==> src/logic/controlPkg.sv <==
// ----------------------------------------
// control package
// shared widths, state and class enums and the
// control bundles of the multicycle control unit
// ----------------------------------------

package controlPkg;

	// ----------------------------------------
	// widths
	// ----------------------------------------

	localparam int maxLanes = 8;	// widest vector supported

	typedef logic [7:0] instrT;	// instruction register byte
	typedef logic [maxLanes-1:0] laneMaskT;	// one load strobe per lane
	typedef logic [2:0] laneIndexT;	// current lane, also the memory offset

	// operand B selector
	typedef logic [2:0] aluSrcBT;

	localparam aluSrcBT aluSrcReg = 3'd0;
	localparam aluSrcBT aluSrcOne = 3'd1;	// pc increment
	localparam aluSrcBT aluSrcOffset = 3'd2;	// branch offset
	localparam aluSrcBT aluSrcOriImm = 3'd3;
	localparam aluSrcBT aluSrcShift = 3'd4;	// shift amount

	// ----------------------------------------
	// enums
	// ----------------------------------------

	typedef enum logic [2:0]
	{
		aluAdd = 3'd0,
		aluSub = 3'd1,
		aluOr = 3'd2,
		aluNand = 3'd3,
		aluShift = 3'd4
	} aluOpT;

	typedef enum logic [3:0]
	{
		classAsn, classShift, classOri, classLoad, classStore,
		classBpz, classBz, classBnz, classVload, classVstore,
		classNop, classStop, classIllegal
	} instrClassT;

	// 18 states, so five bits
	typedef enum logic [4:0]
	{
		stIdle, stFetch, stDecode, stArith, stWriteBack, stShift,
		stOriRead, stOriAlu, stOriWrite, stLoadRead, stLoadWrite,
		stStore, stBranch, stNop, stHalt,
		stVloadLane, stVloadWrite, stVstoreLane
	} stateT;

	// ----------------------------------------
	// control bundles
	// ----------------------------------------

	typedef struct packed
	{
		logic pcWrite;
		logic addrSel;	// pc drives the memory address
		logic memRead;
		logic memWrite;
		logic irLoad;
		logic mdrLoad;
	} fetchCtrlT;

	typedef struct packed
	{
		logic r1Sel;
		logic regLoad;	// load both register operands
		logic aluSrcA;
		aluSrcBT aluSrcB;
		aluOpT aluOp;
		logic aluOutWrite;
		logic regFileWrite;
		logic regIn;	// write back from mdr
		logic flagWrite;
	} aluCtrlT;

	typedef struct packed
	{
		logic r2Load;
		logic r2Sel;	// r2 takes the incremented address
		logic voutSel;
		logic vectorWrite;
		laneMaskT laneLoad;
		laneIndexT laneSel;
	} vectorCtrlT;

endpackage

==> src/logic/controlOutputs.sv <==
// ----------------------------------------
// control output table
// builds the fetch, alu and vector bundles from state
// ----------------------------------------

`timescale 1ns/1ps

module controlOutputs
#(
	parameter int numLanes = 4
)
(
	input controlPkg::stateT state,
	input controlPkg::instrClassT instrClass,
	input controlPkg::instrT instr,
	input controlPkg::laneIndexT laneIndex,
	input logic negative,
	input logic zero,
	output controlPkg::fetchCtrlT fetchCtrl,
	output controlPkg::aluCtrlT aluCtrl,
	output controlPkg::vectorCtrlT vectorCtrl,
	output logic stop
);

	import controlPkg::*;

	laneMaskT laneEnable;
	laneMaskT laneOneHot;
	aluOpT asnOp;
	logic branchTaken;

	assign laneEnable = laneMaskT'((1 << numLanes) - 1);
	assign laneOneHot = (laneMaskT'(1) << laneIndex) & laneEnable;

	// add, sub and nand share one class, bits 2:1 tell them apart
	always_comb
	begin
		case (instr[2:1])
			2'b10: asnOp = aluAdd;
			2'b11: asnOp = aluSub;
			default: asnOp = aluNand;
		endcase
	end

	always_comb
	begin
		case (instrClass)
			classBpz: branchTaken = !negative;
			classBz: branchTaken = zero;
			classBnz: branchTaken = !zero;
			default: branchTaken = 1'b0;
		endcase
	end

	// ----------------------------------------
	// per-state table, zero unless named
	// ----------------------------------------

	always_comb
	begin
		fetchCtrl = '0;
		aluCtrl = '0;
		vectorCtrl = '0;
		stop = 1'b0;
		case (state)
			stFetch:
			begin
				fetchCtrl.pcWrite = 1'b1;
				fetchCtrl.addrSel = 1'b1;
				fetchCtrl.memRead = 1'b1;
				fetchCtrl.irLoad = 1'b1;
				aluCtrl.aluSrcB = aluSrcOne;	// pc + 1
			end
			stDecode:
			begin
				aluCtrl.regLoad = 1'b1;
				vectorCtrl.r2Load = 1'b1;
			end
			stArith:
			begin
				aluCtrl.aluSrcA = 1'b1;
				aluCtrl.aluOp = asnOp;
				aluCtrl.aluOutWrite = 1'b1;
				aluCtrl.flagWrite = 1'b1;
			end
			stShift:
			begin
				aluCtrl.aluSrcA = 1'b1;
				aluCtrl.aluSrcB = aluSrcShift;
				aluCtrl.aluOp = aluShift;
				aluCtrl.aluOutWrite = 1'b1;
				aluCtrl.flagWrite = 1'b1;
			end
			stWriteBack: aluCtrl.regFileWrite = 1'b1;
			stOriRead:
			begin
				aluCtrl.r1Sel = 1'b1;	// ori works on k1
				aluCtrl.regLoad = 1'b1;
			end
			stOriAlu:
			begin
				aluCtrl.aluSrcA = 1'b1;
				aluCtrl.aluSrcB = aluSrcOriImm;
				aluCtrl.aluOp = aluOr;
				aluCtrl.aluOutWrite = 1'b1;
				aluCtrl.flagWrite = 1'b1;
			end
			stOriWrite:
			begin
				aluCtrl.r1Sel = 1'b1;
				aluCtrl.regFileWrite = 1'b1;
			end
			stLoadRead:
			begin
				fetchCtrl.memRead = 1'b1;
				fetchCtrl.mdrLoad = 1'b1;
			end
			stLoadWrite:
			begin
				aluCtrl.aluOutWrite = 1'b1;
				aluCtrl.regFileWrite = 1'b1;
				aluCtrl.regIn = 1'b1;
			end
			stStore: fetchCtrl.memWrite = 1'b1;
			stBranch:
			begin
				fetchCtrl.pcWrite = branchTaken;
				aluCtrl.aluSrcB = aluSrcOffset;
			end
			stHalt: stop = 1'b1;
			stVloadLane:
			begin
				fetchCtrl.memRead = 1'b1;
				vectorCtrl.r2Sel = 1'b1;
				vectorCtrl.r2Load = 1'b1;	// step the address
				vectorCtrl.voutSel = 1'b1;
				vectorCtrl.laneSel = laneIndex;
				vectorCtrl.laneLoad = laneOneHot;
			end
			stVloadWrite:
			begin
				vectorCtrl.vectorWrite = 1'b1;
				vectorCtrl.r2Sel = 1'b1;
			end
			stVstoreLane:
			begin
				fetchCtrl.memWrite = 1'b1;
				vectorCtrl.r2Load = 1'b1;
				vectorCtrl.laneSel = laneIndex;
				vectorCtrl.r2Sel = (laneIndex != '0);	// lane 0 uses the base address
			end
			default:
			begin
				stop = 1'b0;	// idle and nop drive nothing
			end
		endcase
	end

	// memory port is single, never read and write at once
	always_comb
	begin
		assert (!(fetchCtrl.memRead && fetchCtrl.memWrite))
			else $error("controlOutputs: memRead and memWrite both high in %s", state.name());
	end

endmodule

==> config.mk <==
export PLATFORM = sky130hd
export DESIGN_NAME = controlOutputs
export DESIGN_NICKNAME = d
export VERILOG_FILES = /design/src/logic/controlPkg.sv /design/src/logic/controlOutputs.sv
export SDC_FILE = /design/constraint.sdc
export NUM_CORES = 1
export LEC_CHECK = 0
export ABC_CLOCK_PERIOD_IN_PS = 3500
export BUFFER_PORTS_ARGS = -buffer_cell sky130_fd_sc_hd__buf_4
export CORE_AREA = 2 2 41 43
export DETAILED_ROUTE_END_ITERATION = 10
export DIE_AREA = 0 0 43 45
export MAX_ROUTING_LAYER = met4
export PLACE_DENSITY = 0.8
export SYNTH_ARGS = -nofsm -noshare
export SYNTH_HDL_FRONTEND = slang
export SYNTH_SLANG_ARGS = --single-unit
==> constraint.sdc <==
create_clock -name vclk -period 3.5
set_input_delay 0.525 -clock vclk [all_inputs]
set_output_delay 0.525 -clock vclk [all_outputs]
set_load 0.05 [all_outputs]
==> impl_metrics.json <==
{
  "place_ws_ps": 1110,
  "grt_setup_unrepaired": "no",
  "detail_route.wl_per_cell_um": 11.9,
  "dieWidth_um": 43,
  "worst_pin_slew_ps": 526,
  "synth_top_area_cell": "buf_4",
  "multi_input_area_sq_um": 415,
  "synthesis.area_sq_um": 489,
  "cp.required_ps": 2970,
  "grt_max_degree": 18,
  "cpPeakStageDelay_ps": 470,
  "start_util_pct": 33.2,
  "synth_cell_types": 33,
  "cts_setup_buffers": 0,
  "drive_gt1_share_pct": 49.1,
  "place.gp.congestion": 0.690,
  "crit_top_cell": "buf_4",
  "cp-end-kind": "output pin",
  "postSynthAreaPerCell_sq_um": 6.61,
  "crit_end": "fetchCtrl[5]",
  "cpMaxStageDelayCell": "nor4_1",
  "criticalPathCategory": "in -> out",
  "nClkBuffers": 0,
  "synth_seq_area_share_pct": 0,
  "antenna_found_initial": 0,
  "arrival_ps": 1880,
  "power.leakage_nw": 0.398,
  "finalMaxSlewViolations": 0,
  "hpwl_um": 1210,
  "setup_ws_ps": 1090,
  "hold_buffers": 0,
  "grt_pass1_wl_um": 2410,
  "grt_overflow": 0,
  "vias_per_cell": 5.08,
  "relSlewSlack_pct": 64.6,
  "synth_top_area_share_pct": 9.21,
  "first_global_vias": 572,
  "seq_cells": 0,
  "ctsResizeCount": 0,
  "fillerInstances": 170,
  "path_cells": "buf_4, nand2b_1, nor4_1, o21bai_1, buf_4",
  "io_buffers": 47,
  "vias": 650,
  "nets": 136,
  "drtIter0Drc": 6,
  "grt_usage_pct": 15.5,
  "status": "complete, no violations",
  "power_uw": 101,
  "timing.fmax_mhz": 415,
  "irDropWorstVdd_v": 0.0000589,
  "stdcell_count": 128,
  "fp-row-count": 14,
  "coreArea_sq_um": 1470,
  "crit_path_start": "state[4]",
  "crit_path_start_kind": "primary input",
  "final_hold_viol_count": 0,
  "placed_cells": 128,
  "synth_warnings": 0,
  "hold_path.class": "in -> out",
  "io_pins": 57,
  "max-cap-violations": 0,
  "min_period_ps": 2410,
  "postSynthCellCount": 74,
  "hold_ws_ps": 1370,
  "fin_setup_tns_ps": 0,
  "die_h_um": 45,
  "first_pass_iters": 3,
  "cp_max_fo": 12,
  "regArea_sq_um": 0,
  "setup_viol": 0,
  "area_growth_pct": 62.7,
  "synth_area_leaders": "buf_4 9.2%, nor3b_1 9.2%, nor3b_2 7.7%",
  "diodes": 0,
  "drcViolationCount": 0,
  "period_share_pct": 68.8,
  "die-area_sq_um": 1940,
  "ant_nets": 0,
  "wl_um": 1520,
  "layout_common_cells": "47 x buf_4, 8 x nor2_1, 6 x nor3b_1",
  "mostFrequentLayoutCell": "buf_4",
  "p_per_area_nw_per_um2": 127
}
-- cells by family after synthesis --
group                     after synthesis  synth area share [%]
and+or+nand+nor                        45                  62.2
buffers and inverters                  14                  17.6
AOI/OAI and AO/OA                      13                  17.6
xor gates and xnor gates                1                  1.79
other                                   1                 0.767
-- power by group --
part | internal [mW] | switching (mW) | total (mW) | leakage, nW
registers | 0 | 0 | 0 | 0
logic | 0.0337 | 0.0670 | 0.101 | 0.398
clock network | 0 | 0 | 0 | 0
total | 0.0337 | 0.0670 | 0.101 | 0.398
-- area by class of cell --
class	count	share of cell area (%)
timing repair buffer	47	44.3
tap	16	2.52
inverter	2	0.943
multi-input combinational	63	52.2
-- cells in the mapped netlist, types with 2 or more instances --
library cell,instances
a21oi_1,5
buf_2,3
a211oi_1,2
nor3b_1,6
nor2b_1,3
nor3_1,4
clkbuf_1,2
nand2b_1,2
o21bai_1,2
nor3b_2,3
nor4b_1,2
and3_1,3
nor2_1,8
inv_1,2
buf_4,6
nand2_1,4
-- worst max-delay path: cells and delay by family --
kind,cells,cell delay (ps)
compound gates,1,200
buf+inv,2,380
simple gates,2,780
-- routing by layer --
layer | global-route usage [%] | wire, um | vias up | share of wire (%)
met4 | 0 | 0 | 0 | 0
met3 | 1.60 | 152 | 0 | 10
li1 | - | - | 334 | -
met5 | - | 0 | - | 0
met1 | 18.1 | 592 | 285 | 39
met2 | 30.6 | 774 | 31 | 51
-- worst min path at each step --
stage                    end  cells past startpoint  slack [ps]    startpoint
3_3_place_gp      aluCtrl[4]                      3        1370      instr[2]
4_1_cts           aluCtrl[4]                      3        1380      instr[2]
5_1_grt           aluCtrl[4]                      3        1380      instr[2]
3_5_place_dp      aluCtrl[4]                      3        1380      instr[2]
6_report          aluCtrl[4]                      3        1370      instr[2]
2_1_floorplan  vectorCtrl[5]                      1        1150  laneIndex[0]
-- through the flow --
stage	utilization, %	instance area (sq um)
after floorplan	-	502
after global placement	54.1	796
after detailed placement	54.1	796
after CTS	54.1	796
after global routing	54.1	796
final	54.1	796
Note: power is estimated with default switching activity, not from simulation.
