File: src/logic/controlPkg.sv
// ----------------------------------------
// control package
// shared widths, state and class enums and the
// control bundles of the multicycle control unit
// ----------------------------------------

package controlPkg;

	// ----------------------------------------
	// widths
	// ----------------------------------------

	localparam int maxLanes = 8;	// widest vector supported

	typedef logic [7:0] instrT;	// instruction register byte
	typedef logic [maxLanes-1:0] laneMaskT;	// one load strobe per lane
	typedef logic [2:0] laneIndexT;	// current lane, also the memory offset

	// operand B selector
	typedef logic [2:0] aluSrcBT;

	localparam aluSrcBT aluSrcReg = 3'd0;
	localparam aluSrcBT aluSrcOne = 3'd1;	// pc increment
	localparam aluSrcBT aluSrcOffset = 3'd2;	// branch offset
	localparam aluSrcBT aluSrcOriImm = 3'd3;
	localparam aluSrcBT aluSrcShift = 3'd4;	// shift amount

	// ----------------------------------------
	// enums
	// ----------------------------------------

	typedef enum logic [2:0]
	{
		aluAdd = 3'd0,
		aluSub = 3'd1,
		aluOr = 3'd2,
		aluNand = 3'd3,
		aluShift = 3'd4
	} aluOpT;

	typedef enum logic [3:0]
	{
		classAsn, classShift, classOri, classLoad, classStore,
		classBpz, classBz, classBnz, classVload, classVstore,
		classNop, classStop, classIllegal
	} instrClassT;

	// 18 states, so five bits
	typedef enum logic [4:0]
	{
		stIdle, stFetch, stDecode, stArith, stWriteBack, stShift,
		stOriRead, stOriAlu, stOriWrite, stLoadRead, stLoadWrite,
		stStore, stBranch, stNop, stHalt,
		stVloadLane, stVloadWrite, stVstoreLane
	} stateT;

	// ----------------------------------------
	// control bundles
	// ----------------------------------------

	typedef struct packed
	{
		logic pcWrite;
		logic addrSel;	// pc drives the memory address
		logic memRead;
		logic memWrite;
		logic irLoad;
		logic mdrLoad;
	} fetchCtrlT;

	typedef struct packed
	{
		logic r1Sel;
		logic regLoad;	// load both register operands
		logic aluSrcA;
		aluSrcBT aluSrcB;
		aluOpT aluOp;
		logic aluOutWrite;
		logic regFileWrite;
		logic regIn;	// write back from mdr
		logic flagWrite;
	} aluCtrlT;

	typedef struct packed
	{
		logic r2Load;
		logic r2Sel;	// r2 takes the incremented address
		logic voutSel;
		logic vectorWrite;
		laneMaskT laneLoad;
		laneIndexT laneSel;
	} vectorCtrlT;

endpackage

File: src/logic/controlSequencer.sv
// ----------------------------------------
// control sequencer
// state register, lane counter and next-state logic
// ----------------------------------------

`timescale 1ns/1ps

module controlSequencer
#(
	parameter int numLanes = 4
)
(
	input logic clock,
	input logic reset,
	input controlPkg::instrClassT instrClass,
	output controlPkg::stateT state,
	output controlPkg::laneIndexT laneIndex
);

	import controlPkg::*;

	stateT nextState;
	logic lastLane;
	logic laneState;

	initial
	begin
		assert (numLanes >= 1 && numLanes <= maxLanes)
			else $error("controlSequencer: numLanes %0d out of range", numLanes);
	end

	assign lastLane = (laneIndex == laneIndexT'(numLanes - 1));
	assign laneState = (state == stVloadLane) || (state == stVstoreLane);

	// ----------------------------------------
	// state register
	// ----------------------------------------

	always_ff @(posedge clock or posedge reset)
	begin
		if (reset)
			state <= stIdle;
		else
			state <= nextState;
	end

	// lane counter, holds on the last lane
	always_ff @(posedge clock or posedge reset)
	begin
		if (reset)
			laneIndex <= '0;
		else if (state == stDecode)
			laneIndex <= '0;
		else if (laneState && !lastLane)
			laneIndex <= laneIndex + laneIndexT'(1);
	end

	// ----------------------------------------
	// next state
	// ----------------------------------------

	always_comb
	begin
		nextState = stIdle;
		case (state)
			stIdle: nextState = stFetch;
			stFetch: nextState = stDecode;
			stDecode:
			begin
				case (instrClass)
					classAsn: nextState = stArith;
					classShift: nextState = stShift;
					classOri: nextState = stOriRead;
					classLoad: nextState = stLoadRead;
					classStore: nextState = stStore;
					classBpz, classBz, classBnz: nextState = stBranch;
					classVload: nextState = stVloadLane;
					classVstore: nextState = stVstoreLane;
					classNop: nextState = stNop;
					classStop: nextState = stHalt;
					default: nextState = stIdle;	// illegal burns one idle cycle
				endcase
			end
			stArith, stShift: nextState = stWriteBack;
			stOriRead: nextState = stOriAlu;
			stOriAlu: nextState = stOriWrite;
			stLoadRead: nextState = stLoadWrite;
			stWriteBack, stOriWrite, stLoadWrite: nextState = stFetch;
			stStore, stBranch, stNop: nextState = stFetch;
			stHalt: nextState = stHalt;	// only reset gets out
			stVloadLane: nextState = lastLane ? stVloadWrite : stVloadLane;
			stVloadWrite: nextState = stFetch;
			stVstoreLane: nextState = lastLane ? stFetch : stVstoreLane;
			default: nextState = stIdle;
		endcase
	end

	// ----------------------------------------
	// checks
	// ----------------------------------------

	// counter never runs past the configured lanes
	laneInRange: assert property (
		@(posedge clock) disable iff (reset)
		int'(laneIndex) < numLanes
	) else $error("controlSequencer: laneIndex %0d beyond numLanes", laneIndex);

	haltIsFinal: assert property (
		@(posedge clock) disable iff (reset)
		state == stHalt |=> state == stHalt
	) else $error("controlSequencer: left stHalt without reset");

endmodule

File: config.mk
export PLATFORM = sky130hd
export DESIGN_NAME = controlSequencer
export DESIGN_NICKNAME = d
export VERILOG_FILES = /design/src/logic/controlPkg.sv /design/src/logic/controlSequencer.sv
export SDC_FILE = /design/constraint.sdc
export NUM_CORES = 1
export LEC_CHECK = 0
export ABC_AREA = 1
export BUFFER_PORTS_ARGS = -buffer_cell sky130_fd_sc_hd__buf_2
export CORE_AREA = 2 2 39 41
export DETAILED_ROUTE_END_ITERATION = 10
export DIE_AREA = 0 0 41 43
export PLACE_DENSITY_LB_ADDON = 0.1
export SYNTH_ARGS = -nofsm -noshare
export SYNTH_HDL_FRONTEND = slang
export SYNTH_SLANG_ARGS = --single-unit
File: constraint.sdc
create_clock -name clock -period 4.05 [get_ports clock]
set_input_delay 0 -clock clock [delete_from_list [all_inputs] [get_ports clock]]
set_output_delay 0 -clock clock [all_outputs]
set_load 0.03 [all_outputs]
==> results.py, run 1 <==
metrics = {
    "status": {
        "status": "finished clean",
    },
    "clock_tree": {
        "cts_made_buffers": 3,
        "cts_tree": "built",
        "cts.clk_slew.worst_paths_ns": 0.05,
        "cts_setup_buffers": 0,
        "clock_sink_count": 8,
        "ctsRootBufferMaster": "clkbuf_4",
        "htree_num_levels": 1,
        "clkLatencyLatePin_ns": 0.25,
        "cts_buffer_depth": 2,
    },
    "min_path": {
        "hold_class": "input pin to flop",
        "whs_path_depth": 4,
    },
    "critical_path": {
        "path_max_fanout": 4,
        "critPathBufInv": 1,
        "cp.required_ns": 4.20,
        "reg2regPathDepth": 8,
        "endpoint_kind": "flop",
        "crit_family": "adder cells",
        "r2r_slack_ns": 2.59,
        "cpMaxStageDelayCell": "dfrtp_1",
        "max_stage_delay_ns": 0.40,
        "cp-start-kind": "flop",
        "arrival_ns": 1.60,
        "cp_cell_sequence": "ha_1, ha_1, inv_1, nand3_1, nor2_1, nor2_2, nand3_1, nand2_1",
        "crit_type": "flop to flop",
        "path_depth": 8,
    },
    "floorplanning": {
        "start_util_pct": 52.4,
        "die_h_um": 43,
        "ios": 14,
        "num_rows": 14,
        "fp.coreArea_sq_um": 1380,
        "fp.dieW_um": 41,
        "dieArea_sq_um": 1760,
    },
    "run": {
        "drv_cap": 0,
    },
    "route": {
        "via_count": 725,
        "viasPerCell": 5.00,
        "wl_per_cell_um": 10.1,
        "drc": 0,
        "drtIter0Drc": 15,
        "antenna_left": 0,
        "drtPass1Iterations": 4,
        "drt-total-wl_mm": 1.46,
    },
    "synthesis": {
        "ys_ff_latch": 8,
        "synthesis.nets": 124,
        "syn_area_sq_um": 724,
        "seq_area_frac_synth_pct": 27.6,
        "avgSynthCellArea_sq_um": 6.47,
        "synth_cell_type_count": 18,
        "ys_warn_count": 0,
        "syn_inst": 112,
    },
    "finish": {
        "area_growth_pct": 16.2,
        "layout-drive-gt1-share_pct": 20.2,
        "diodes": 0,
        "final_cells": 145,
        "nNetsFinal": 143,
    },
    "sta": {
        "rsz0062_at_grt": "no",
        "setup_violations": 0,
        "setup_tns_ns": 0,
        "fin_crit_ns": 1.46,
        "fin_crit_sh_pct": 36.0,
        "slew-limit-headroom_pct": 78.1,
        "fmax_mhz": 686,
        "final_max_slew_viol_count": 0,
        "worst_slew_pin_slew_ns": 0.328,
        "timing.final.hold_violations": 0,
        "fin_skew_ns": 0.00619,
    },
    "place": {
        "place_inst": 141,
        "gp_congestion": 0.733,
        "io_buffers": 13,
        "hpwlAfterDp_mm": 1.22,
    },
    "pwr": {
        "power_density_nw_per_um2": 610,
        "p_leak_nw": 0.535,
        "vdd_drop_max_mv": 0.272,
    },
    "grt": {
        "grt_pass1_wl_mm": 2.39,
        "grt_max_degree": 9,
        "grt_pass1_vias": 607,
        "grt_usage_pct": 20.0,
        "overflow": 0,
        "antenna_found_initial": 0,
    },
}
[what timing repair did]
item,in CTS,in global routing
hold buffers,1,0
resized for setup,0,0
hold endpoints to repair,8,0
[worst min-delay path, stage by stage]
cell and delay, ns:
buf_2 0.12, nand2_1 0.06, nand3_1 0.07, nand2_1 0.05
[logic make-up (layout without fill, tap and decap cells)]
kind of cell	Yosys count	after routing	share of synthesized area (%)
compound gates	6	6	4.84
fa+ha+maj	6	6	10.4
buf+inv	21	38	10.9
flops	8	8	27.6
simple gates	71	71	46.3
[per-layer routing]
metal	up-vias	part of all wire [%]	global-route usage [%]
li1	384	-	-
met2	23	49	31.9
met4	0	2.0	10.0
met1	313	44	24.7
met3	5	4.7	3.14
met5	-	0	0
[final timing paths]
path | to | startpoint
worst max-delay path | laneIndex[0]$_DFFE_PP0P_ | laneIndex[0]$_DFFE_PP0P_
worst min-delay path | state[1]$_DFF_PP0_ | instrClass[3]
worst max register to register | laneIndex[0]$_DFFE_PP0P_ | laneIndex[0]$_DFFE_PP0P_
worst min register to register | laneIndex[2]$_DFFE_PP0P_ | laneIndex[2]$_DFFE_PP0P_
max in group asynchronous | state[2]$_DFF_PP0_ | reset
min in group asynchronous | laneIndex[0]$_DFFE_PP0P_ | reset
[cell usage in the layout (no fill, tap or decap), drive strengths merged]
master	count
ha	6
clkbuf	3
nor2	15
a22oi	1
dfrtp	8
inv	21
o211ai	1
a21oi	1
nand3	17
buf	13
nand2	37
or2	1
o21ai	3
dlygate4sd3	1
nand4	1
[through the flow]
| step | instance area (sq um) | hold slack [ns] | util, % | power [mW] | setup slack (ns) |
|---|---|---|---|---|---|
| 2_1_floorplan | 724 | -0.184 | - | 0.380 | 2.54 |
| 3_3_place_gp | 810 | -0.0337 | 58.5 | 0.451 | 2.66 |
| 3_5_place_dp | 810 | -0.0311 | 58.5 | 0.454 | 2.60 |
| 4_1_cts | 842 | 0.0777 | 60.8 | 0.518 | 2.59 |
| 5_1_grt | 842 | 0.126 | 60.8 | 0.562 | 2.50 |
| 6_report | 842 | 0.0870 | 60.8 | 0.513 | 2.59 |
[Yosys cell counts]
master / instances / area share [%]
a21oi_1: 1 / 0.69
a22oi_1: 1 / 1.0
dfrtp_1: 8 / 28
ha_1: 6 / 10
inv_1: 20 / 10
inv_2: 1 / 0.52
nand2_1: 34 / 18
nand2_2: 3 / 2.6
nand3_1: 15 / 10
nand3_2: 1 / 1.4
nand3_4: 1 / 2.4
nand4_1: 1 / 0.86
nor2_1: 12 / 6.2
nor2_2: 1 / 0.86
nor2_4: 2 / 3.1
o211ai_1: 1 / 1.0
o21ai_0: 3 / 2.1
or2_2: 1 / 0.86
[flip-flops by register name (all words and copies together), names as in the netlist]
name       count
state          5
laneIndex      3
[power breakdown]
part	internal (mW)	switching [mW]
sequential	0.110	0.0374
combinational	0.0994	0.207
clock	0.0338	0.0260
total	0.243	0.270
[cell type report]
class                   instances  area (sq um)
repair buffers                 14          75.1
well taps                      16          20.0
inverters                      21          78.8
flip-flops and latches          8           200
clock buffers                   3          22.5
multi-input cells              83           445
fillers                       135           542
Power figures use the tool's default switching activity.
==> inputs of run 2 (changes only) <==
- CORE_AREA: 2 2 39 41 -> not set
- CORE_MARGIN: not set -> 2
- CORE_UTILIZATION: not set -> 47
- DIE_AREA: 0 0 41 43 -> not set
- clock period: 4.05 -> 1.2 ns (I/O delays scaled with it)
==> results.py, run 2 (synthesis gave the netlist of run 1 again) <==
metrics = {
    "status": {
        "status": "finished with violations",
        "violations": "setup timing",
    },
    "grt": {
        "overflow": 0,
        "grt_max_degree": 9,
        "antenna_found_initial": 0,
        "grt_usage_pct": 19.3,
        "grt_pass1_vias": 703,
        "grt_pass1_wl_mm": 2.69,
    },
    "pwr": {
        "combPwrFrac_pct": 63.4,
        "clock_power_share_pct": 11.1,
        "internal_power_mw": 0.977,
        "sw_frac_of_total_pct": 50.0,
        "p_leak_nw": 0.579,
        "pwr-share-seq_pct": 25.5,
        "power_density_nw_per_um2": 2060,
        "vdd_drop_max_mv": 1.06,
        "power_switching_mw": 0.977,
        "power_mw": 1.95,
    },
    "place": {
        "place_inst": 148,
        "gp_congestion": 0.850,
        "pre_cts_ws_ns": -0.109,
        "io_buffers": 13,
        "placed_area_sq_um": 910,
        "hpwlAfterDp_mm": 1.26,
    },
    "floorplanning": {
        "die_h_um": 43.3,
        "dieArea_sq_um": 1870,
        "ios": 14,
        "num_rows": 14,
        "fp.dieW_um": 43.3,
        "fp.coreArea_sq_um": 1470,
        "start_util_pct": 49.2,
    },
    "sta": {
        "fin_crit_sh_pct": 105,
        "rsz0062_at_grt": "yes",
        "final_max_slew_viol_count": 0,
        "fin_skew_ns": 0.00809,
        "setup_ws_ns": -0.0623,
        "slew-limit-headroom_pct": 79.7,
        "timing.hold.ws_ns": 0.0949,
        "fin_crit_ns": 1.26,
        "setup_violations": 4,
        "setup_tns_ns": -0.190,
        "timing.final.hold_violations": 0,
        "fmax_mhz": 792,
        "worst_slew_pin_slew_ns": 0.304,
    },
    "clock_tree": {
        "clock_sink_count": 8,
        "cts_made_buffers": 3,
        "cts.clk_slew.worst_paths_ns": 0.06,
        "htree_num_levels": 1,
        "cts_setup_buffers": 0,
        "clkLatencyLatePin_ns": 0.25,
        "cts_tree": "built",
        "ctsRootBufferMaster": "clkbuf_4",
        "cts_buffer_depth": 2,
    },
    "finish": {
        "final_cell_mix": "34 x nand2_1, 19 x inv_1, 13 x buf_2",
        "stdcell_area_sq_um": 951,
        "n_fill_cell": 128,
        "layout_commonest_cell": "nand2_1",
        "largest_register": "state",
        "layout-drive-gt1-share_pct": 32.8,
        "reg.largest.list": "state x5, laneIndex x3",
        "area_growth_pct": 31.3,
        "nNetsFinal": 150,
        "diodes": 0,
        "largest_reg_flops": 5,
        "final_cells": 153,
        "finish.utilization_pct": 64.6,
    },
    "critical_path": {
        "cp-start-kind": "flop",
        "path_max_fanout": 3,
        "arrival_ns": 1.41,
        "endpoint_kind": "flop",
        "crit_type": "flop to flop",
        "cp.required_ns": 1.34,
    },
    "route": {
        "drtIter0Drc": 5,
        "drtPass1Iterations": 4,
        "viasPerCell": 4.93,
        "wl_per_cell_um": 9.89,
        "antenna_left": 0,
        "drc": 0,
        "via_count": 755,
        "drt-total-wl_mm": 1.51,
    },
    "min_path": {
        "hold_class": "input pin to flop",
    },
    "run": {
        "drv_cap": 0,
    },
}
[run 2: layout make-up]
| type | count | area, sq um | share of cell area, % |
|---|---|---|---|
| multi-input cells | 83 | 490 | 51.6 |
| clock buffers | 4 | 26.3 | 2.76 |
| inverters | 21 | 81.3 | 8.55 |
| flip-flops and latches | 8 | 205 | 21.6 |
| well taps | 16 | 20.0 | 2.11 |
| repair buffers | 21 | 128 | 13.4 |
[run 2: critical path, cell delays in order, from the launching register on]
cell	delay, ns
dfrtp_2	0.42
ha_4	0.17
ha_4	0.16
inv_4	0.06
nand3_2	0.07
nor2_2	0.10
nor2_2	0.06
nand3_1	0.07
nand2_1	0.05
[run 2: routing by layer]
| metal | up-vias | GRT usage, % | part of all wire (%) | routed length [um] |
|---|---|---|---|---|
| met3 | 4 | 3.83 | 4.0 | 61 |
| met1 | 333 | 21.6 | 45 | 675 |
| met4 | 0 | 9.09 | 2.2 | 34 |
| li1 | 399 | - | - | - |
| met5 | - | 0 | 0 | 0 |
| met2 | 19 | 34.3 | 49 | 741 |
[run 2: repair_timing]
action | 4_1_cts | 5_1_grt
resized for setup | 1 | 1
cloned | 0 | 0
hold buffers | 1 | 0
endpoints found under the setup margin | 4 | 8
pin swaps | 5 | 1
hold endpoints to repair | 8 | 0
[run 2: final timing paths]
kind	start	endpoint	slack (ns)	depth (start not counted)
worst max-delay path	laneIndex[0]$_DFFE_PP0P_	laneIndex[0]$_DFFE_PP0P_	-0.06	8
worst min-delay path	instrClass[3]	state[1]$_DFF_PP0_	0.09	4
worst max register to register	laneIndex[0]$_DFFE_PP0P_	laneIndex[0]$_DFFE_PP0P_	-0.06	8
worst min register to register	laneIndex[2]$_DFFE_PP0P_	laneIndex[2]$_DFFE_PP0P_	0.52	2
max in group asynchronous	reset	state[0]$_DFF_PP0_	0.71	3
min in group asynchronous	reset	laneIndex[2]$_DFFE_PP0P_	0.23	3
[run 2: power by group through the flow]
stage	logic, mW	registers [mW]	clock network [mW]
detailed placement	1.23	0.500	0
global route	1.38	0.521	0.240
CTS	1.24	0.495	0.224
global placement	1.22	0.496	0
floorplan	0.676	0.698	0
finish	1.24	0.499	0.216
